--- config.mk ---
export PLATFORM = sky130hd
export DESIGN_NAME = attn_coef
export DESIGN_NICKNAME = d
export VERILOG_FILES = /design/src/common/gat_pkg.sv /design/src/attn/attn_coef.sv
export SDC_FILE = /design/constraint.sdc
export NUM_CORES = 2
export LEC_CHECK = 0
export ABC_AREA = 1
export CAP_MARGIN = 10
export CORE_AREA = 8 8 453 344
export DETAILED_ROUTE_END_ITERATION = 8
export DIE_AREA = 0 0 461 352
export DONT_BUFFER_PORTS = 1
export PLACE_DENSITY_LB_ADDON = 0.05
export SYNTH_ARGS = -nofsm -noshare
export SYNTH_HDL_FRONTEND = slang
export SYNTH_SLANG_ARGS = --single-unit
--- constraint.sdc ---
create_clock -name clk -period 3.6 [get_ports clk]
set_clock_uncertainty 0.2 [all_clocks]
set_input_delay 0.36 -clock clk [delete_from_list [all_inputs] [get_ports clk]]
set_output_delay 0.36 -clock clk [all_outputs]
set_load 0.03 [all_outputs]
--- src/common/gat_pkg.sv ---
package gat_pkg;

  // Feature sizes
  localparam int DATA_WIDTH      = 8;
  localparam int NUM_FEATURE_IN  = 16;
  localparam int NUM_FEATURE_OUT = 4;
  localparam int COL_IDX_WIDTH   = $clog2(NUM_FEATURE_IN);
  localparam int FEAT_IDX_WIDTH  = $clog2(NUM_FEATURE_OUT);

  // Config address is {row, feature} for weights
  localparam int CFG_ADDR_WIDTH  = COL_IDX_WIDTH + FEAT_IDX_WIDTH;

  // Wide enough for a full sparse row dot product
  localparam int WH_DATA_WIDTH   = 20;
  localparam int COEF_WIDTH      = 32;

  typedef logic signed [DATA_WIDTH-1:0]    data_t;
  typedef logic signed [WH_DATA_WIDTH-1:0] wh_t;
  typedef logic signed [COEF_WIDTH-1:0]    coef_t;

  // One row of W, also used for each half of the attention vector
  typedef data_t [NUM_FEATURE_OUT-1:0] wgt_row_t;

  typedef wh_t [NUM_FEATURE_OUT-1:0] wh_vec_t;

  typedef enum logic {
    CFG_WEIGHT = 1'b0,
    CFG_ATTN   = 1'b1
  } cfg_target_e;

  // Input stream entry
  typedef struct packed {
    data_t                    value;
    logic [COL_IDX_WIDTH-1:0] col_idx;
    logic                     row_last;
    logic                     subgraph_first;
  } sparse_entry_t;

  // Finished Wh row, centre marks the first node of a subgraph
  typedef struct packed {
    wh_vec_t wh;
    logic    centre;
  } wh_row_t;

  typedef struct packed {
    wh_vec_t wh;
    coef_t   coef;
  } gat_out_t;

endpackage

--- src/attn/attn_coef.sv ---
`timescale 1ns/1ps

module attn_coef
  import gat_pkg::*;
#(
  parameter int unsigned LEAKY_SHIFT = 3
) (
  input  logic     clk,
  input  logic     rst_n,

  input  logic     row_vld_i,
  input  wh_row_t  row_i,
  input  wgt_row_t a_self_i,
  input  wgt_row_t a_neigh_i,

  output logic     out_vld_o,
  output gat_out_t out_o
);

  function automatic coef_t dot(input wgt_row_t a, input wh_vec_t v);
    coef_t acc;
    acc = '0;
    for (int k = 0; k < NUM_FEATURE_OUT; k++) begin
      acc = acc + coef_t'(a[k]) * coef_t'(v[k]);
    end
    return acc;
  endfunction

  // Stage 1 terms
  coef_t   self_q;
  coef_t   neigh_q;
  wh_vec_t wh_q;
  logic    vld_q;

  coef_t sum;
  coef_t coef;

  always_ff @(posedge clk or negedge rst_n) begin
    if (!rst_n) begin
      vld_q <= 1'b0;
    end else begin
      vld_q <= row_vld_i;
    end
  end

  // Centre term held for the rest of the subgraph
  always_ff @(posedge clk or negedge rst_n) begin
    if (!rst_n) begin
      self_q <= '0;
    end else if (row_vld_i && row_i.centre) begin
      self_q <= dot(a_self_i, row_i.wh);
    end
  end

  always_ff @(posedge clk) begin
    if (row_vld_i) begin
      neigh_q <= dot(a_neigh_i, row_i.wh);
      wh_q    <= row_i.wh;
    end
  end

  // LeakyReLU with a power of two slope
  assign sum  = self_q + neigh_q;
  assign coef = (sum < 0) ? (sum >>> LEAKY_SHIFT) : sum;

  always_ff @(posedge clk or negedge rst_n) begin
    if (!rst_n) begin
      out_vld_o <= 1'b0;
    end else begin
      out_vld_o <= vld_q;
    end
  end

  always_ff @(posedge clk) begin
    if (vld_q) begin
      out_o.wh   <= wh_q;
      out_o.coef <= coef;
    end
  end

  assert property (@(posedge clk) disable iff (!rst_n)
    out_vld_o == $past(row_vld_i, 2))
    else $error("attn_coef: output strobe not two cycles after row strobe");

endmodule

==> run_results.csv <==
group,metric,value,unit
run_status,status,"finished, violations left",
run_status,violations,"setup timing",
route,vias,42660,
timing,rsz0062_at_grt,"yes",
clocking,numCtsBuffers,35,
synth,synth-edff-count,223,
synth,yosys.area.top_type,"fa_1",
placed_design,pre_cts_ws,-3530,ps
synth,ys.flop_type,"edfxtp_1",
synth,ys_async_sr_fraction,12.9,%
timing,tightest_slew,1260,ps
synth,synth_top_area_share,47.8,%
synth,synth_nets,8519,
setup_path,cpPeakStageDelay,600,ps
synth,syn_avg_cell_area,8.59,um2
clocking,h-tree-depth,2,
finish,drive_gt1_share,17.4,%
setup_path,path_class,"primary input to flop",
setup_path,crit_buf_inv,5,
timing,slew_headroom,16.1,%
route,avgViaCountPerCell,4.74,
timing,fmax,0.164,GHz
setup_path,worstPathCellList,"nand2_1 > fa_1 > inv_1 > fa_1 > fa_1 > fa_1 > fa_1 > fa_1 > fa_1 > inv_1 > fa_1 > inv_1 > ha_4 > nand2_1 > nor2_4 > inv_2 > buf_6 > nor3_4 > nand4_1 > nand4_1 > nand2_1",
timing,fin_crit,6110,ps
timing,report.final.hold_viol_count,0,
route,drcViolationCount,0,
clocking,cts_sinks,256,
synth,synth_cell_type_count,34,
timing,finalSetupTns,-120990,ps
synth,yosysWarnings,0,
floorplanning,die-width,461,um
global_route,globalRoute.totalOverflow,0,
synth,syn_area,0.0575,mm2
clocking,cts_tree,"done",
clocking,clk_pin_slew,60,ps
worst_hold_path,hp-class,"primary input to async pin",
floorplanning,core,0.149,mm2
timing,fin_ws,-2510,ps
finish,final_cell_area,0.0686,mm2
global_route,grt_pass1_wl,321000,um
synth,yosys-top-cells-count,"inv_1 (2132), nand2_1 (1828), fa_1 (1373)",
setup_path,cp.arrival,6260,ps
job,cap_viol_max_count,0,
global_route,grt_pass1_vias,47202,
synth,ys_ff_latch,256,
global_route,grt_use_total,26.8,%
finish,nets,8788,
floorplanning,rows,123,
setup_path,cp_max_fo,20,
global_route,grt_start_max_net_pins,113,
synth,yosysMostFrequentCell,"inv_1",
route,wl_per_cell,23.6,um
finish,syn2layout_area_growth,19.1,%
setup_path,required,3750,ps
floorplanning,die-area,0.162,mm2
route,drtIter0Drc,2953,
clocking,insertion_delay,670,ps
setup_path,critical_path.top_delay_family,"adder cells",
timing,slew_viol_final,0,
synth,synthCells,6697,
route,drtPass1Iterations,6,
placed_design,dpl.hpwl,176000,um
placed_design,placed_area,0.0627,mm2
setup_path,cp-start-kind,"primary input",
setup_path,crit_slowest_cell,"fa_1",
floorplanning,start_util,38.7,%
route,wl,212000,um
clocking,clockBufferDepth,3,
timing,fin_crit_sh,170,%
clocking,root_buffer,"clkbuf_16",
setup_path,r2r_setup_slack,360,ps
floorplanning,io_pins,261,
finish,fin_util,46.1,%
timing,finalSetupViolCount,56,
route,antenna_left,0,
global_route,antenna_found_initial,2,
synth,synth_seq_area_share,13.1,%
placed_design,portBuffers,0,
setup_path,cp_common_cell,"fa_1",
placed_design,gp_congestion,0.912,
setup_path,end_kind,"flop",
floorplanning,die_y,352,um
synth,yosys-top-cells-area,"fa_1 (48%), inv_1 (14%), nand2_1 (12%)",
## sequential cells by signal, indices dropped and copies added (netlist names)
register and flops:
self_q 31, out_o 112, neigh_q 31, vld_q 1, wh_q 80, out_vld_o 1
## timing repair
| action | CTS | global route |
|---|---|---|
| gates cloned | 0 | 1 |
| resized for setup | 570 | 301 |
| pin swaps | 214 | 263 |
| endpoints found under the setup margin | 56 | 56 |
| buffers inserted | 31 | 65 |
| hold endpoints to repair | 227 | 5 |
| hold buffers | 85 | 1 |
## layout by cell type (no fill, tap or decap), types with 14 or more instances in the layout
cell,Yosys,routed
buf_12,0,18
dlygate4sd3_1,0,84
edfxtp_1,223,223
o21ai_2,0,14
a21oi_4,0,23
nand2_4,0,51
nand2_8,0,20
nand3_2,1,27
clkbuf_16,0,36
fa_1,1373,1267
nor2_1,172,98
a21oi_1,73,24
fa_2,0,106
ha_1,301,236
o21ai_1,1,16
nor2_4,1,46
buf_6,2,83
dfrtp_1,33,32
a21oi_2,2,28
nand3_4,0,14
buf_4,2,284
ha_4,0,64
nand4_1,35,35
inv_2,4,133
nand2_2,11,130
xor2_1,37,27
nand3_1,98,58
nor2_2,3,32
inv_1,2132,1981
nand2_1,1828,1638
## final cells by class
class,count,area (um2)
inverters,2137,8110
clock inverters,18,213
flip-flops and latches,256,7530
repair buffers,476,4410
clock buffers,45,963
well taps,2000,2500
multi-input cells,4060,44800
diodes,4,10.0
fillers,14778,80100
## worst paths after layout
check	start	end	depth (start not counted)
worst max-delay path	a_neigh_i[26]	neigh_q[25]$_DFFE_PP_	21
worst min-delay path	rst_n	self_q[5]$_DFFE_PN0P_	2
worst max register to register	self_q[22]$_DFFE_PN0P_	out_o[22]$_DFFE_PP_	13
worst min register to register	wh_q[25]$_DFFE_PP_	out_o[57]$_DFFE_PP_	0
max in group asynchronous	rst_n	self_q[27]$_DFFE_PN0P_	2
min in group clk	row_i[1]	neigh_q[0]$_DFFE_PP_	3
## metal layers
layer,vias to the layer above,share of wire (%),track usage (%)
li1,19241,-,-
met1,22134,45,37.8
met2,1105,47,44.3
met3,178,5.1,3.00
met4,2,3.1,6.64
met5,-,0.0061,0
## metrics by stage
| step | cells | hold WS [ps] |
|---|---|---|
| 2_1_floorplan | 6697 | -136 |
| 3_3_place_gp | 8762 | -134 |
| 3_5_place_dp | 8762 | -134 |
| 4_1_cts | 8936 | 1.65 |
| 5_1_grt | 8992 | 6.05 |
| 6_report | 8996 | 27.9 |
## logic make-up after synthesis
| kind of cell | share of synthesized area [%] |
|---|---|
| xor gates and xnor gates | 0.837 |
| buffers and inverters | 15.6 |
| DFF | 13.1 |
| AOI/OAI and AO/OA | 1.39 |
| and+or+nand+nor | 14.8 |
| adders and majority gates | 54.3 |
Power is not shown: default switching activity piles up to over one toggle a cycle in this logic, so the estimate is an artifact.
