### config.mk
export PLATFORM = sky130hd
export DESIGN_NAME = spmm_row
export DESIGN_NICKNAME = d
export VERILOG_FILES = /design/src/common/gat_pkg.sv /design/src/spmm/spmm_row.sv
export SDC_FILE = /design/constraint.sdc
export NUM_CORES = 1
export LEC_CHECK = 0
export ABC_AREA = 1
export BUFFER_PORTS_ARGS = -buffer_cell sky130_fd_sc_hd__clkbuf_2
export CAP_MARGIN = 10
export CORE_ASPECT_RATIO = 0.5
export CORE_MARGIN = 4
export CORE_UTILIZATION = 45
export CTS_BUF_LIST = sky130_fd_sc_hd__clkbuf_4 sky130_fd_sc_hd__clkbuf_8 sky130_fd_sc_hd__clkbuf_16
export DETAILED_ROUTE_END_ITERATION = 12
export PLACE_DENSITY = 0.59
export SYNTH_ARGS = -nofsm -noshare
export SYNTH_HDL_FRONTEND = slang
export SYNTH_SLANG_ARGS = --single-unit
### constraint.sdc
create_clock -name clk -period 13.3 [get_ports clk]
set_input_delay 0.665 -clock clk [delete_from_list [all_inputs] [get_ports clk]]
set_output_delay 0.665 -clock clk [all_outputs]
set_load 0.05 [all_outputs]
### src/common/gat_pkg.sv
package gat_pkg;

  // Feature sizes
  localparam int DATA_WIDTH      = 8;
  localparam int NUM_FEATURE_IN  = 16;
  localparam int NUM_FEATURE_OUT = 4;
  localparam int COL_IDX_WIDTH   = $clog2(NUM_FEATURE_IN);
  localparam int FEAT_IDX_WIDTH  = $clog2(NUM_FEATURE_OUT);

  // Config address is {row, feature} for weights
  localparam int CFG_ADDR_WIDTH  = COL_IDX_WIDTH + FEAT_IDX_WIDTH;

  // Wide enough for a full sparse row dot product
  localparam int WH_DATA_WIDTH   = 20;
  localparam int COEF_WIDTH      = 32;

  typedef logic signed [DATA_WIDTH-1:0]    data_t;
  typedef logic signed [WH_DATA_WIDTH-1:0] wh_t;
  typedef logic signed [COEF_WIDTH-1:0]    coef_t;

  // One row of W, also used for each half of the attention vector
  typedef data_t [NUM_FEATURE_OUT-1:0] wgt_row_t;

  typedef wh_t [NUM_FEATURE_OUT-1:0] wh_vec_t;

  typedef enum logic {
    CFG_WEIGHT = 1'b0,
    CFG_ATTN   = 1'b1
  } cfg_target_e;

  // Input stream entry
  typedef struct packed {
    data_t                    value;
    logic [COL_IDX_WIDTH-1:0] col_idx;
    logic                     row_last;
    logic                     subgraph_first;
  } sparse_entry_t;

  // Finished Wh row, centre marks the first node of a subgraph
  typedef struct packed {
    wh_vec_t wh;
    logic    centre;
  } wh_row_t;

  typedef struct packed {
    wh_vec_t wh;
    coef_t   coef;
  } gat_out_t;

endpackage

### src/spmm/spmm_row.sv
`timescale 1ns/1ps

module spmm_row
  import gat_pkg::*;
(
  input  logic          clk,
  input  logic          rst_n,

  input  logic          h_vld_i,
  input  sparse_entry_t h_i,
  input  wgt_row_t      wgt_row_i,

  output logic          row_vld_o,
  output wh_row_t       row_o
);

  // Entry delayed by one cycle to meet its weight row
  sparse_entry_t ent_q;
  logic          ent_vld_q;

  wh_vec_t acc_q;
  wh_vec_t acc_sum;
  logic    row_done;

  assign row_done = ent_vld_q && ent_q.row_last;

  always_ff @(posedge clk or negedge rst_n) begin
    if (!rst_n) begin
      ent_vld_q <= 1'b0;
    end else begin
      ent_vld_q <= h_vld_i;
    end
  end

  always_ff @(posedge clk) begin
    if (h_vld_i) begin
      ent_q <= h_i;
    end
  end

  // value x weight row added per output feature
  always_comb begin
    for (int k = 0; k < NUM_FEATURE_OUT; k++) begin
      acc_sum[k] = acc_q[k] + wh_t'(ent_q.value) * wh_t'(wgt_row_i[k]);
    end
  end

  // Clear on the last entry so the next row starts from zero
  always_ff @(posedge clk or negedge rst_n) begin
    if (!rst_n) begin
      acc_q <= '0;
    end else if (ent_vld_q) begin
      acc_q <= ent_q.row_last ? '0 : acc_sum;
    end
  end

  always_ff @(posedge clk or negedge rst_n) begin
    if (!rst_n) begin
      row_vld_o <= 1'b0;
    end else begin
      row_vld_o <= row_done;
    end
  end

  always_ff @(posedge clk) begin
    if (row_done) begin
      row_o.wh     <= acc_sum;
      row_o.centre <= ent_q.subgraph_first;
    end
  end

  // Back-to-back row strobes only come from back-to-back single-entry row ends
  assert property (@(posedge clk) disable iff (!rst_n)
    row_vld_o && $past(row_vld_o) |->
      $past(h_vld_i && h_i.row_last, 2) && $past(h_vld_i && h_i.row_last, 3))
    else $error("spmm_row: row strobe repeated without two row ends");

endmodule

==> flow_summary.toml, run 1 <==
[sta]
post-route-period-util = 0.408
rsz0062_at_grt = "false"
fin_setup_tns_ps = 0
timing.fmax_mhz = 184
skew_ps = 22.4
worst_pin_slew_ps = 1010
setup_viol = 0
finalCriticalPeriod_ps = 5430
drv_slew = 0
hold_viol_final = 0
slew-limit-headroom = 0.324

[layout]
nFillCells = 4544
final_common_cell = "inv_1"
drive_gt1_frac = 0.0762
nNetsFinal = 3080
area_growth_pct = 8.44
final_cell_mix = "612 x inv_1, 597 x nand2_1, 352 x fa_1"

[synthesis]
synth_top_family_by_area = "adder cells"
ys_types = 33
yosys_warnings = 0
synth_area_leaders = "fa_1 33%, edfxtp_1 13%, ha_1 11%, inv_1 11%, nand2_1 11%"
seq_area_frac_synth = 0.225
yosysTopAreaCell = "fa_1"
synth_compound_area_frac = 0.0343
async_flop_share = 0.474
syn-num-nets = 2992
synth_xor_area_frac = 0.0152
ys.flop_type = "edfxtp_1"
synth_edf_count = 91
ys_ff_latch = 173
synth_area_mm2 = 0.0213
syn_area_per_cell_um2 = 8.85
yosysTopAreaCellShare = 0.331
muxShareOfSynthArea = 0
syn_inst = 2407
synth_adder_area_share = 0.439
synth_simple_gate_area_frac = 0.162

[cts]
postCtsSetupRepairBufs = 0
cts_made_buffers = 17
path_clk_slew_ps = 80
cts_root_buffer = "clkbuf_16"
clock-sinks = 173
cts_tree = "done"
cts_hold_buffers = 0
htree_levels = 4
postCtsResizedCells = 0
cts_buffer_depth = 2
insertion_delay_ps = 470

[grt]
overflow = 0
grt_max_degree = 69
gr-usage-all-layers = 0.202
grt_pass1_vias = 15900
grt_first_pass_wirelength_um = 82100
antenna_found_initial = 2

[min_path]
min-delay-path-class = "input pin to asynchronous set/reset pin"

[die]
start_util = 0.455
die_area_mm2 = 0.0511
die_y_um = 162
boundaryPins = 131
core_area_mm2 = 0.0468
placementRows = 56
dieWidth_um = 316

[job]
drv_cap = 0

[placement]
io_buffers = 126
dpl.hpwl_um = 37300
gp_congestion = 0.837

[worst_setup_path]
worstPathRequired_ps = 13520
critPathLaunch = "ent_q[13]"
reg2regPathDepth = 16
critPathKind = "flop to flop"
r2r_start = "ent_q[13]"
cp_data_arrival_time_ps = 5650
critPathCaptureType = "flop"
crit_fanout = 32
crit-reg2reg-capture = "row_o[79]"
start_kind = "flop"
critPathCapture = "row_o[79]"
rrSetupSlack_ps = 7870

[detailed_routing]
remaining_drc_errors = 0
ant_nets = 0
wl_met3_um = 1560
drtIter0Drc = 804
wire_per_inst_um = 15.4
drtPass1Iterations = 5
met1_length_um = 22600
dr_total_vias = 14900
via_per_inst = 4.75
finalWirelength_um = 48400
dr_wl_met2_um = 23600
top_layer = "met4"

[run_status]
status = "finished clean"
[Yosys cell counts (21+ instances only)]
cell type / instances
o21ai_0: 42
ha_1: 184
clkbuf_1: 38
dfrtp_1: 82
nand3_1: 86
inv_1: 613
fa_1: 352
clkbuf_2: 21
xor2_1: 24
a21oi_1: 52
nor2_1: 82
edfxtp_1: 91
and2_1: 33
nand2_1: 597
[critical path, cell delays in order (launching register included)]
cell and delay (ps):
edfxtp_1 330, buf_4 370, nand2_1 150, inv_1 580, fa_1 580, fa_1 530
inv_1 60, fa_1 530, inv_1 50, fa_1 430, ha_1 280, ha_1 350
a21oi_1 220, o21ai_0 170, a21oi_1 210, nand3b_1 150, and2_1 180
[final cells by class]
cell class / count / area [um2] / share of cell area
antenna: 2 / 5.00 / 0.000217
sequential: 173 / 4780 / 0.207
multi-input combinational: 1542 / 13900 / 0.601
clock buffer: 18 / 433 / 0.0187
tap: 638 / 798 / 0.0346
timing repair buffer: 139 / 731 / 0.0316
clock inverter: 14 / 135 / 0.00585
inverter: 622 / 2340 / 0.101
[state kept, by name, summed over array words and instances (netlist names)]
signal and flops:
ent_vld_q 1, ent_q 10, row_o 81, row_vld_o 1, acc_q 80
[worst min-delay path by stage]
stage / slack [ps] / cells after the start / startpoint / to
global route: 180 / 1 / rst_n / acc_q[18]
finish: 160 / 1 / rst_n / acc_q[18]
floorplan: 370 / 0 / rst_n / acc_q[0]
detailed placement: 410 / 0 / ent_q[0] / row_o[0]
CTS: 170 / 1 / rst_n / acc_q[18]
global placement: 400 / 0 / ent_q[0] / row_o[0]
[cell families after synthesis]
family | after synthesis
AO/OA/AOI/OAI | 129
adder cells (fa/ha/maj) | 536
buffers and inverters | 692
XOR/XNOR | 37
flip-flops | 173
AND/OR/NAND/NOR | 840
[per-layer routing]
| metal | vias up | track usage |
|---|---|---|
| met5 | - | 0 |
| met4 | 0 | 0.0383 |
| met3 | 46 | 0.0258 |
| met2 | 245 | 0.350 |
| met1 | 7358 | 0.278 |
| li1 | 7299 | - |
[per-stage QoR]
step	hold slack, ps	std cells	area, um2	utilization	worst slack (ps)
CTS	169	3146	23100	0.493	7810
global placement	402	3114	22500	0.481	7650
finish	156	3148	23100	0.493	7870
detailed placement	406	3114	22500	0.481	7650
global route	177	3148	23100	0.493	7470
floorplan	369	2407	21300	-	8300
Power of run 1 is left out: the tool's default activity adds up to more than one toggle a clock period on the data nets, which glitch-free logic cannot reach.
==> run 2, diff against run 1 <==
--- a/config.mk
+++ b/config.mk
@@ -13,7 +13,7 @@
 export CORE_UTILIZATION = 45
 export CTS_BUF_LIST = sky130_fd_sc_hd__clkbuf_4 sky130_fd_sc_hd__clkbuf_8 sky130_fd_sc_hd__clkbuf_16
 export DETAILED_ROUTE_END_ITERATION = 12
-export PLACE_DENSITY = 0.59
+export PLACE_DENSITY = 0.61
 export SYNTH_ARGS = -nofsm -noshare
 export SYNTH_HDL_FRONTEND = slang
 export SYNTH_SLANG_ARGS = --single-unit
==> constraint.sdc (replaced) <==
create_clock -name clk -period 4.6 [get_ports clk]
set_input_delay 0.23 -clock clk [delete_from_list [all_inputs] [get_ports clk]]
set_output_delay 0.23 -clock clk [all_outputs]
set_load 0.05 [all_outputs]
==> run 2 against run 1 <==
Net effect: final cell count grew 7.5%; sequential share of layout area is 3.1 points lower; the flow now finishes with violations (negative setup slack); count of clock-buffer cells in the layout stayed put; cell area grew 18%; global-route usage rose by 0.78 points.
==> flow_summary.toml, run 2 (same netlist as run 1, synthesis figures left out) <==
[run_status]
status = "complete, but fails checks"
violations = "negative setup slack"

[cts]
cts_tree = "done"
clock-sinks = 173
path_clk_slew_ps = 80
cts_root_buffer = "clkbuf_16"
insertion_delay_ps = 470
htree_levels = 4
cts_made_buffers = 17
cts_buffer_depth = 2

[detailed_routing]
ant_nets = 0
drtIter0Drc = 975
dr_total_vias = 16100
drtPass1Iterations = 5
via_per_inst = 4.75
finalWirelength_um = 52600
wire_per_inst_um = 15.5
remaining_drc_errors = 0

[layout]
nFillCells = 4118
area_growth_pct = 27.7
nNetsFinal = 3317
final_cell_mix = "584 x inv_1, 523 x nand2_1, 334 x fa_1"
largest_reg_flops = 81
design_area_mm2 = 0.0272
reg_top3 = "row_o x81, acc_q x80, ent_q x10"
drive_gt1_frac = 0.266
final_common_cell = "inv_1"
largest-register = "row_o"

[sta]
timing.fmax_mhz = 212
skew_ps = 17.4
rsz0062_at_grt = "true"
post-route-period-util = 1.03
slew-limit-headroom = 0.358
worst_pin_slew_ps = 963
finalCriticalPeriod_ps = 4730
worst_slack_ps = -128
hold_viol_final = 0
drv_slew = 0
setup_viol = 31

[worst_setup_path]
crit_path_max_incr_delay_ps = 570
cp_data_arrival_time_ps = 4940
worstPathRequired_ps = 4810
cpLargestDelayFamily = "adder cells"
worstPathCellList = "buf_12 -> buf_12 -> clkbuf_4 -> nand2_1 -> inv_1 -> fa_1 -> fa_1 -> fa_1 -> fa_1 -> fa_1 -> ha_4 -> nand2_1 -> nor2_1 -> nand2_1 -> nand2_2 -> nand2_1 -> nand2_2 -> nand3_1 -> and2_1"
start_kind = "flop"
crit_fanout = 8
cp.buffers_inverters = 4
cp_common_cell = "fa_1"
critPathKind = "flop to flop"
critPathCaptureType = "flop"
slowest_stage = "fa_1"

[grt]
grt_first_pass_wirelength_um = 85300
gr-usage-all-layers = 0.210
overflow = 0
grt_pass1_vias = 16800
antenna_found_initial = 1
grt_max_degree = 60

[die]
start_util = 0.455
die_area_mm2 = 0.0511
placementRows = 56
dieWidth_um = 316
boundaryPins = 131
core_area_mm2 = 0.0468
die_y_um = 162

[placement]
dpl.hpwl_um = 40000
place_area_mm2 = 0.0249
io_buffers = 126
gp_congestion = 0.874

[job]
drv_cap = 0

[min_path]
min-delay-path-class = "input pin to flop"
-- run 2: through the flow --
stage	utilization	setup TNS (ps)	instances	hold WS (ps)	setup slack, ps
global route	0.581	-12220	3384	161	-337
CTS	0.559	-872	3362	153	-128
detailed placement	0.532	-3560	3315	389	-156
global placement	0.532	-1610	3315	381	-112
finish	0.581	-1290	3384	153	-128
floorplan	-	-331	2407	-65.6	-59.7
-- run 2: layer usage --
metal | wire (um) | vias to the layer above | global-route usage
met4 | 836 | 0 | 0.0432
li1 | - | 7758 | -
met2 | 26400 | 213 | 0.365
met5 | 0 | - | 0
met1 | 23800 | 8053 | 0.287
met3 | 1520 | 50 | 0.0246
-- run 2: worst register-to-register path, stage by stage (launching register included) --
cell and delay, ps:
edfxtp_1 420, buf_12 170, buf_12 150, clkbuf_4 180, nand2_1 70, inv_1 50
fa_1 370, fa_1 470, fa_1 570, fa_1 430, fa_1 490, ha_4 310
nand2_1 80, nor2_1 140, nand2_1 80, nand2_2 100, nand2_1 80, nand2_2 90
nand3_1 90, and2_1 160
-- run 2: area by class of cell --
class                      instances  area [um2]  area share
clock inverter                    14         131     0.00483
inverter                         622        2350      0.0865
clock buffer                      18         433      0.0159
multi-input combinational       1542       15900       0.584
antenna                            1        2.50   0.0000920
sequential                       173        4780       0.176
timing repair buffer             376        2810       0.103
tap                              638         798      0.0294
-- run 2: worst paths after layout --
kind                          start   endpoint  slack [ps]  cells after the start
max                        ent_q[8]  row_o[80]        -130                     19
min                         h_vld_i  ent_vld_q         150                      1
max reg2reg                ent_q[8]  row_o[80]        -130                     19
min reg2reg                ent_q[0]   row_o[0]         430                      0
max in group asynchronous     rst_n  acc_q[71]        3070                      3
min in group asynchronous     rst_n  acc_q[39]         420                      2
-- run 2: what timing repair did --
action | CTS | global route
gates cloned | 0 | 2
gates resized for setup | 108 | 199
endpoints found under the hold margin | 59 | 0
pin swaps | 8 | 51
hold buffers | 11 | 0
setup endpoints to repair | 61 | 89
setup buffers | 4 | 20
Power of run 2 is left out for the same reason.
