--- config.mk ---
export PLATFORM = sky130hd
export DESIGN_NAME = weight_store
export DESIGN_NICKNAME = d
export VERILOG_FILES = /design/src/common/gat_pkg.sv /design/src/verilog/weight_store.sv
export SDC_FILE = /design/constraint.sdc
export NUM_CORES = 1
export LEC_CHECK = 0
export BUFFER_PORTS_ARGS = -buffer_cell sky130_fd_sc_hd__buf_2
export CAP_MARGIN = 20
export CELL_PAD_IN_SITES_DETAIL_PLACEMENT = 1
export CELL_PAD_IN_SITES_GLOBAL_PLACEMENT = 1
export CORE_ASPECT_RATIO = 0.9
export CORE_MARGIN = 10
export CORE_UTILIZATION = 33
export DETAILED_ROUTE_END_ITERATION = 16
export PLACE_DENSITY = 0.55
export SYNTH_ARGS = -nofsm -noshare
export SYNTH_HDL_FRONTEND = slang
export SYNTH_SLANG_ARGS = --single-unit
--- constraint.sdc ---
create_clock -name clk -period 1.26 [get_ports clk]
set_input_delay 0.315 -clock clk [delete_from_list [all_inputs] [get_ports clk]]
set_output_delay 0.315 -clock clk [all_outputs]
set_load 0.005 [all_outputs]
--- src/common/gat_pkg.sv ---
package gat_pkg;

  // Feature sizes
  localparam int DATA_WIDTH      = 8;
  localparam int NUM_FEATURE_IN  = 16;
  localparam int NUM_FEATURE_OUT = 4;
  localparam int COL_IDX_WIDTH   = $clog2(NUM_FEATURE_IN);
  localparam int FEAT_IDX_WIDTH  = $clog2(NUM_FEATURE_OUT);

  // Config address is {row, feature} for weights
  localparam int CFG_ADDR_WIDTH  = COL_IDX_WIDTH + FEAT_IDX_WIDTH;

  // Wide enough for a full sparse row dot product
  localparam int WH_DATA_WIDTH   = 20;
  localparam int COEF_WIDTH      = 32;

  typedef logic signed [DATA_WIDTH-1:0]    data_t;
  typedef logic signed [WH_DATA_WIDTH-1:0] wh_t;
  typedef logic signed [COEF_WIDTH-1:0]    coef_t;

  // One row of W, also used for each half of the attention vector
  typedef data_t [NUM_FEATURE_OUT-1:0] wgt_row_t;

  typedef wh_t [NUM_FEATURE_OUT-1:0] wh_vec_t;

  typedef enum logic {
    CFG_WEIGHT = 1'b0,
    CFG_ATTN   = 1'b1
  } cfg_target_e;

  // Input stream entry
  typedef struct packed {
    data_t                    value;
    logic [COL_IDX_WIDTH-1:0] col_idx;
    logic                     row_last;
    logic                     subgraph_first;
  } sparse_entry_t;

  // Finished Wh row, centre marks the first node of a subgraph
  typedef struct packed {
    wh_vec_t wh;
    logic    centre;
  } wh_row_t;

  typedef struct packed {
    wh_vec_t wh;
    coef_t   coef;
  } gat_out_t;

endpackage

--- src/verilog/weight_store.sv ---
`timescale 1ns/1ps

module weight_store
  import gat_pkg::*;
(
  input  logic                      clk,
  input  logic                      rst_n,

  input  logic                      cfg_we_i,
  input  cfg_target_e               cfg_target_i,
  input  logic [CFG_ADDR_WIDTH-1:0] cfg_addr_i,
  input  data_t                     cfg_data_i,

  input  logic                      rd_en_i,
  input  logic [COL_IDX_WIDTH-1:0]  rd_col_i,
  output wgt_row_t                  wgt_row_o,

  output wgt_row_t                  a_self_o,
  output wgt_row_t                  a_neigh_o
);

  wgt_row_t w_mem [NUM_FEATURE_IN];

  logic [COL_IDX_WIDTH-1:0]  cfg_row;
  logic [FEAT_IDX_WIDTH-1:0] cfg_feat;

  assign cfg_row  = cfg_addr_i[CFG_ADDR_WIDTH-1:FEAT_IDX_WIDTH];
  assign cfg_feat = cfg_addr_i[FEAT_IDX_WIDTH-1:0];

  // Weight array and registered read port
  always_ff @(posedge clk) begin
    if (cfg_we_i && cfg_target_i == CFG_WEIGHT) begin
      w_mem[cfg_row][cfg_feat] <= cfg_data_i;
    end
    if (rd_en_i) begin
      wgt_row_o <= w_mem[rd_col_i];
    end
  end

  // Attention vector, upper half of the index space is a_neigh
  always_ff @(posedge clk or negedge rst_n) begin
    if (!rst_n) begin
      a_self_o  <= '0;
      a_neigh_o <= '0;
    end else if (cfg_we_i && cfg_target_i == CFG_ATTN) begin
      if (cfg_addr_i[FEAT_IDX_WIDTH]) begin
        a_neigh_o[cfg_feat] <= cfg_data_i;
      end else begin
        a_self_o[cfg_feat] <= cfg_data_i;
      end
    end
  end

  // Host must finish configuration before streaming rows
  assert property (@(posedge clk) disable iff (!rst_n) !(cfg_we_i && rd_en_i))
    else $error("weight_store: configuration write during row stream");

endmodule

==> results of run 1 <==
-- layout by cell type (no fill, tap or decap), types with 2 or more instances in the layout --
cell / Yosys / layout
nand2_2: 0 / 5
nor2b_2: 0 / 2
clkbuf_8: 0 / 2
nand3_1: 7 / 3
clkinv_1: 0 / 15
clkinv_2: 0 / 11
nor2_4: 0 / 47
nand2_1: 43 / 38
buf_6: 2 / 4
buf_12: 0 / 102
buf_2: 8 / 113
clkinvlp_4: 0 / 2
or3_1: 2 / 2
diode_2: 0 / 2
nand3_2: 1 / 5
clkinv_8: 0 / 2
edfxtp_1: 544 / 544
clkbuf_16: 0 / 62
nor2b_1: 7 / 2
mux2_2: 64 / 64
dfrtp_1: 64 / 64
nor2_2: 6 / 24
nor2_1: 68 / 3
inv_6: 0 / 2
a22oi_2: 0 / 49
mux4_2: 128 / 128
clkbuf_1: 23 / 11
a22oi_1: 64 / 15
bufinv_16: 0 / 8
buf_4: 11 / 93
nor2b_4: 0 / 3
-- cell usage after synthesis, drive strengths merged --
cell    count
buf        29
nor2b       7
nand4       1
a22oi      64
clkbuf     23
nor2       74
nand2      43
nand3       8
edfxtp    544
dfrtp      64
or3         2
mux4      128
nand2b      3
mux2       64
and2        1
nand3b      2
-- path summary, 6_finish.rpt --
kind	startpoint	to	slack [ns]	depth (start not counted)
setup / recovery	wgt_row_o[7]	wgt_row_o[7]	-0.40	1
hold / removal	cfg_data_i[2]	w_mem[10][10]	0.11	2
setup reg to reg	w_mem[10][30]	wgt_row_o[30]	-0.19	3
hold reg to reg	a_neigh_o[2]	a_neigh_o[2]	0.50	1
max in group asynchronous	rst_n	a_self_o[7]	0.66	3
min in group asynchronous	rst_n	a_neigh_o[26]	0.13	2
-- through the flow --
step / cell area, um2 / setup WS [ns] / instances
2_1_floorplan: 23600 / -0.332 / 1057
3_3_place_gp: 27600 / -0.817 / 2244
3_5_place_dp: 27600 / -0.814 / 2244
4_1_cts: 29800 / -0.422 / 2361
5_1_grt: 29900 / -0.428 / 2365
6_report: 30000 / -0.396 / 2367
-- final cells by class --
class	count	area (um2)	area share
clock buffers	74	1610	0.0536
multi-input cells	397	5410	0.181
diodes	2	5.00	0.000167
flip-flops and latches	608	17900	0.599
clock inverters	41	425	0.0142
well taps	930	1160	0.0389
repair buffers	315	3400	0.114
-- power by group through the flow --
stage / logic [uW] / clock network [uW] / registers [uW]
floorplan: 1430 / 0 / 23400
CTS: 3480 / 18900 / 23000
finish: 3450 / 18300 / 22900
detailed placement: 3360 / 0 / 23400
global placement: 3300 / 0 / 23400
global route: 3780 / 19800 / 23000
-- layer usage --
metal | up-vias | GRT usage
met5 | - | 0
met4 | 0 | 0.0379
met3 | 71 | 0.0275
met2 | 249 | 0.227
met1 | 6143 | 0.198
li1 | 5006 | -
-- kinds of logic after synthesis --
kind of cell	synth area share
AND/OR/NAND/NOR	0.0268
buffers and inverters	0.0114
flip-flops	0.783
AO/OA/AOI/OAI	0.0210
multiplexers	0.157
-- state kept, by name, indices dropped and copies added, names as in the netlist --
register	count
wgt_row_o	32
w_mem	512
a_neigh_o	32
a_self_o	32
-- worst reg2reg max path, cell delays in order, from the launching register on --
cell and delay (ns):
edfxtp_1 0.37, mux4_2 0.51, a22oi_2 0.24, nand2_1 0.07
-- what timing repair did --
item                       CTS  global route
resized for setup           39            17
setup buffers                4             3
pin swaps                    4             3
hold endpoints to repair    64             0
gates cloned                 0             0
hold buffers                 1             0
setup endpoints to repair  128           145
==> key figures, run 1 <==
Routing
  – Antenna viol nets, final: 0
  – M1 WL: 26400 um
  – Top sig layer: met4
  – Routed wl met3: 2630 um
  – Initial drt markers: 853
  – Drc violations: 0
  – DR WL/cell: 24.2 um
  – DR WL met2: 27200 um
  – Vias/cell: 4.85
  – Vias: 11469
  – Detailed Routing Iterations Pass 1: 5
  – Total wire length: 57400 um

Final layout
  – Layout area overhead: 30.8%
  – Filler cells: 6427
  – Layout cell share with drive strength beyond 1: 0.511
  – Final Core Density: 0.436
  – Nets: 1406

Timing
  – Endpoints failing hold: 0
  – Slew Limit Fails: 0
  – Max-slew headroom: 0.495
  – Crit path time final: 1.66 ns
  – Final setup viols: 128
  – Post-route setup slack: -0.396 ns
  – Max Clock Skew: 0.0202 ns
  – RSZ-0062 raised after global routing: true
  – Worst Max-Slew Pin Slew: 0.756 ns
  – Setup TNS: -23.70 ns
  – Final period util: 1.31
  – Peak Freq: 0.604 GHz
  – Fin Hold WS: 0.111 ns

Critical path
  – WS Path Type: flop to output port
  – Slowest library cell on the worst path: edfxtp_1
  – Worst EP arrival: 1.34 ns
  – WP data required: 0.94 ns
  – CP endpoint kind: output port
  – Worst-path maximum fanout: 1
  – WP buf/inv: 1
  – Startpoint Class: flop
  – Largest stage delay, worst path: 0.52 ns
  – Top delay family on crit path: flip-flops
  – Worst-path cell chain: buf_2

GRT
  – Total gr overflow: 0
  – Number of global-route vias before repair: 12855
  – Initial antenna violation count: 3
  – First-pass GRT wire length: 86800 um
  – Total Routing Usage GR: 0.142
  – Pin count of the biggest net entering global routing: 65

Floorplan
  – Die Y: 270 um
  – Row count: 91
  – Boundary Pins: 119
  – Core region area: 68700 um2
  – Die width: 298 um
  – Die area: 80300 um2
  – Starting Density: 0.333

Clock network
  – Number of CTS-inserted buffers: 61
  – CTS tree: yes
  – CTS Root Buffer Type: clkbuf_16
  – Clock sinks: 608
  – Reg clk slew, reported paths: 0.06 ns
  – H-tree depth: 2
  – Worst skew pair latency: 0.64 ns
  – CTS max path bufs: 3

Run
  – Max Cap Viol: 0

Power and ir drop
  – Clk pwr share: 0.410
  – Total Power: 44700 uW
  – LEAKAGE: 0.0100 uW
  – P_sw: 9690 uW
  – Pwr dens: 1490 nW/um2
  – Logic pwr share: 0.077
  – Flop pwr share: 0.513
  – Maximum VDD drop: 1040 uV
  – Sw Ratio: 0.217
  – Int Power: 35000 uW

Yosys
  – Yosys warnings: 0
  – Mapped Area: 22900 um2
  – Synthesized flop and latch total: 608
  – Avg Cell Area, Syn: 21.7 um2
  – Largest area contributor in the netlist: edfxtp_1
  – Syn_nets: 1080
  – Gate Count Post-Synth: 1057
  – Synth area leaders: edfxtp_1, mux4_2, dfrtp_1, mux2_2, a22oi_1
  – Area share of the largest cell type after synthesis: 0.713
  – Post-synth cell types: 22
  – Seq/Total Area, Yosys: 0.783

Placement
  – Post-DP HPWL: 37200 um
  – GP Congestion: 0.738
  – # port buffers: 118

Run status
  – Status: finished, violations left
  – Failing checks: setup timing

Worst hold path
  – Type of the most critical hold path: input pin to flop
Power figures use the tool's default switching activity.
==> inputs of run 2 (changes only) <==
--- a/config.mk
+++ b/config.mk
@@ -10,7 +10,7 @@
 export CELL_PAD_IN_SITES_DETAIL_PLACEMENT = 1
 export CELL_PAD_IN_SITES_GLOBAL_PLACEMENT = 1
 export CORE_ASPECT_RATIO = 0.9
-export CORE_MARGIN = 10
+export CORE_MARGIN = 8
 export CORE_UTILIZATION = 33
 export DETAILED_ROUTE_END_ITERATION = 16
 export PLACE_DENSITY = 0.55
==> run 2 against run 1 <==
Compared with the run above: the run still ends with setup timing left; sequential share of layout area decreased by 0.14 points; utilization increased by 0.10 points; via count decreased by 0.25%; critical endpoint is now wgt_row_o[23]; combinational power about the same; final area increased by 0.23%; count of clock-buffer cells in the layout increased by 13; non-clock buffer count decreased by 9; clock power increased by 8%; register-to-register slack got worse by 0.02 ns; fmax increased by 5.3%.
==> key figures, run 2 (synthesized netlist as in run 1, its figures left out) <==
Timing
  – Max-slew headroom: 0.548 (was 0.495)
  – Post-route setup slack: -0.313 ns (was -0.396 ns)
  – Max Clock Skew: 0.0180 ns (was 0.0202 ns)
  – RSZ-0062 raised after global routing: true (unchanged)
  – Worst Max-Slew Pin Slew: 0.677 ns (was 0.756 ns)
  – Crit path time final: 1.57 ns (was 1.66 ns)
  – Final setup viols: 128 (unchanged)
  – Endpoints failing hold: 0 (unchanged)
  – Slew Limit Fails: 0 (unchanged)
  – Peak Freq: 0.636 GHz (was 0.604 GHz)
  – Final period util: 1.25 (was 1.31)
  – Fin Hold WS: 0.100 ns (was 0.111 ns)

Run status
  – Status: finished, violations left (unchanged)
  – Failing checks: setup timing (unchanged)

Clock network
  – Number of CTS-inserted buffers: 66 (was 61)
  – Reg clk slew, reported paths: 0.06 ns (about the same)
  – CTS Root Buffer Type: clkbuf_16 (unchanged)
  – CTS tree: yes (unchanged)
  – Clock sinks: 608 (unchanged)
  – CTS max path bufs: 3 (unchanged)
  – Worst skew pair latency: 0.59 ns (was 0.64 ns)
  – H-tree depth: 3 (was 2)

Routing
  – Vias: 11440 (was 11469)
  – Antenna viol nets, final: 0 (unchanged)
  – Drc violations: 0 (unchanged)
  – DR WL/cell: 24.5 um (was 24.2 um)
  – Total wire length: 57700 um (was 57400 um)
  – Detailed Routing Iterations Pass 1: 4 (was 5)
  – Vias/cell: 4.85 (about the same)
  – Initial drt markers: 707 (was 853)

Critical path
  – Slowest library cell on the worst path: edfxtp_1 (unchanged)
  – Startpoint Class: flop (unchanged)
  – CP endpoint kind: output port (unchanged)
  – Worst R2R Setup Slack: -0.21 ns (was -0.19 ns)
  – Largest stage delay, worst path: 0.49 ns (was 0.52 ns)
  – WP data required: 0.94 ns (about the same)
  – Worst-path cell chain: buf_2 (unchanged)
  – Top delay family on crit path: flip-flops (unchanged)
  – Worst EP arrival: 1.26 ns (was 1.34 ns)
  – WP buf/inv: 1 (unchanged)
  – Worst-path maximum fanout: 1 (unchanged)
  – WS Path Type: flop to output port (unchanged)

Floorplan
  – Die width: 294 um (was 298 um)
  – Die area: 78100 um2 (was 80300 um2)
  – Core region area: 68700 um2 (unchanged)
  – Row count: 91 (unchanged)
  – Starting Density: 0.333 (unchanged)
  – Boundary Pins: 119 (unchanged)
  – Die Y: 266 um (was 270 um)

GRT
  – Total Routing Usage GR: 0.150 (was 0.142)
  – Total gr overflow: 0 (unchanged)
  – Number of global-route vias before repair: 12911 (was 12855)
  – Initial antenna violation count: 5 (was 3)
  – Pin count of the biggest net entering global routing: 60 (was 65)
  – First-pass GRT wire length: 87400 um (was 86800 um)

Power and ir drop
  – LEAKAGE: 0.0101 uW (was 0.0100 uW)
  – Maximum VDD drop: 847 uV (was 1040 uV)
  – Pwr dens: 1540 nW/um2 (was 1490 nW/um2)

Placement
  – # port buffers: 118 (unchanged)
  – Post-DP HPWL: 37900 um (was 37200 um)
  – GP Congestion: 0.727 (was 0.738)

Final layout
  – Final Core Density: 0.437 (was 0.436)
  – Most common cell after layout, fill and taps aside: edfxtp_1 (unchanged)
  – Largest register FFs: 512 (unchanged)
  – Layout area overhead: 31.1% (was 30.8%)
  – Layout cell share with drive strength beyond 1: 0.511 (about the same)
  – Most frequent cells in the layout: edfxtp_1, mux4_2, buf_2, buf_12, buf_4 (unchanged)
  – Most flop-heavy register: w_mem (unchanged)
  – Nets: 1402 (was 1406)

Worst hold path
  – Type of the most critical hold path: input pin to asynchronous set/reset pin (was input pin to flop)

Run
  – Max Cap Viol: 0 (unchanged)
run 2: cell types whose count changed in the layout (fill, tap and decap cells not counted), moves of 2 or more:
cell,delta
buf_2,-3
clkinv_2,-2
clkbuf_8,+2
buf_4,-5
clkbuf_16,+12
a22oi_2,-3
a22oi_1,+3
bufinv_16,-2
nor2b_2,+2
buf_12,-2
clkinv_1,-6
buf_6,+2
clkinv_8,-2
run 2: layout make-up:
type | count | area [um2]
tap | 930 | 1160
sequential | 608 | 17900
multi-input combinational | 397 | 5390
fill | 6428 | 38600
antenna | 3 | 7.51
clock buffer | 87 | 1930
clock inverter | 28 | 289
timing repair buffer | 306 | 3300
run 2: through the flow:
stage | setup TNS, ns | area (um2) | cells | total power [uW] | setup WS (ns)
after global placement | -231.77 | 27400 | 2233 | 26600 | -0.864
after floorplan | -147.62 | 23600 | 1057 | 24800 | -0.332
after detailed placement | -247.93 | 27400 | 2233 | 26700 | -0.896
after global routing | -27.21 | 30000 | 2356 | 47700 | -0.356
after CTS | -25.18 | 29900 | 2353 | 46700 | -0.364
final | -19.80 | 30000 | 2359 | 46100 | -0.313
run 2: path summary, 6_finish.rpt:
path / startpoint / endpoint / cells past startpoint
setup reg to reg: w_mem[3][14] / wgt_row_o[14] / 4
setup / recovery: wgt_row_o[23] / wgt_row_o[23] / 1
hold reg to reg: a_neigh_o[13] / a_neigh_o[13] / 1
max in group asynchronous: rst_n / a_self_o[17] / 3
hold / removal: rst_n / a_neigh_o[15] / 2
min in group clk: cfg_data_i[2] / a_neigh_o[10] / 2
run 2: timing repair:
| action | CTS | global route |
|---|---|---|
| hold endpoints to repair | 64 | 0 |
| hold buffers | 1 | 0 |
| endpoints found under the setup margin | 128 | 136 |
| setup buffers | 5 | 3 |
| gates cloned | 0 | 0 |
| pin swaps | 6 | 1 |
| resized for setup | 41 | 16 |
run 2: layer usage:
layer  up-vias  part of all wire  routed length (um)  track usage
li1       5002                 -                   -            -
met1      6145              0.46               26300        0.205
met2       219              0.48               27900        0.242
met3        72             0.047                2690       0.0368
met4         2             0.014                 828       0.0334
met5         -           0.00023                  13            0
run 2: where the power goes:
group	total, uW	switching, uW	internal (uW)
clock network	19700	7710	12000
logic	3460	1730	1730
registers	22900	326	22600
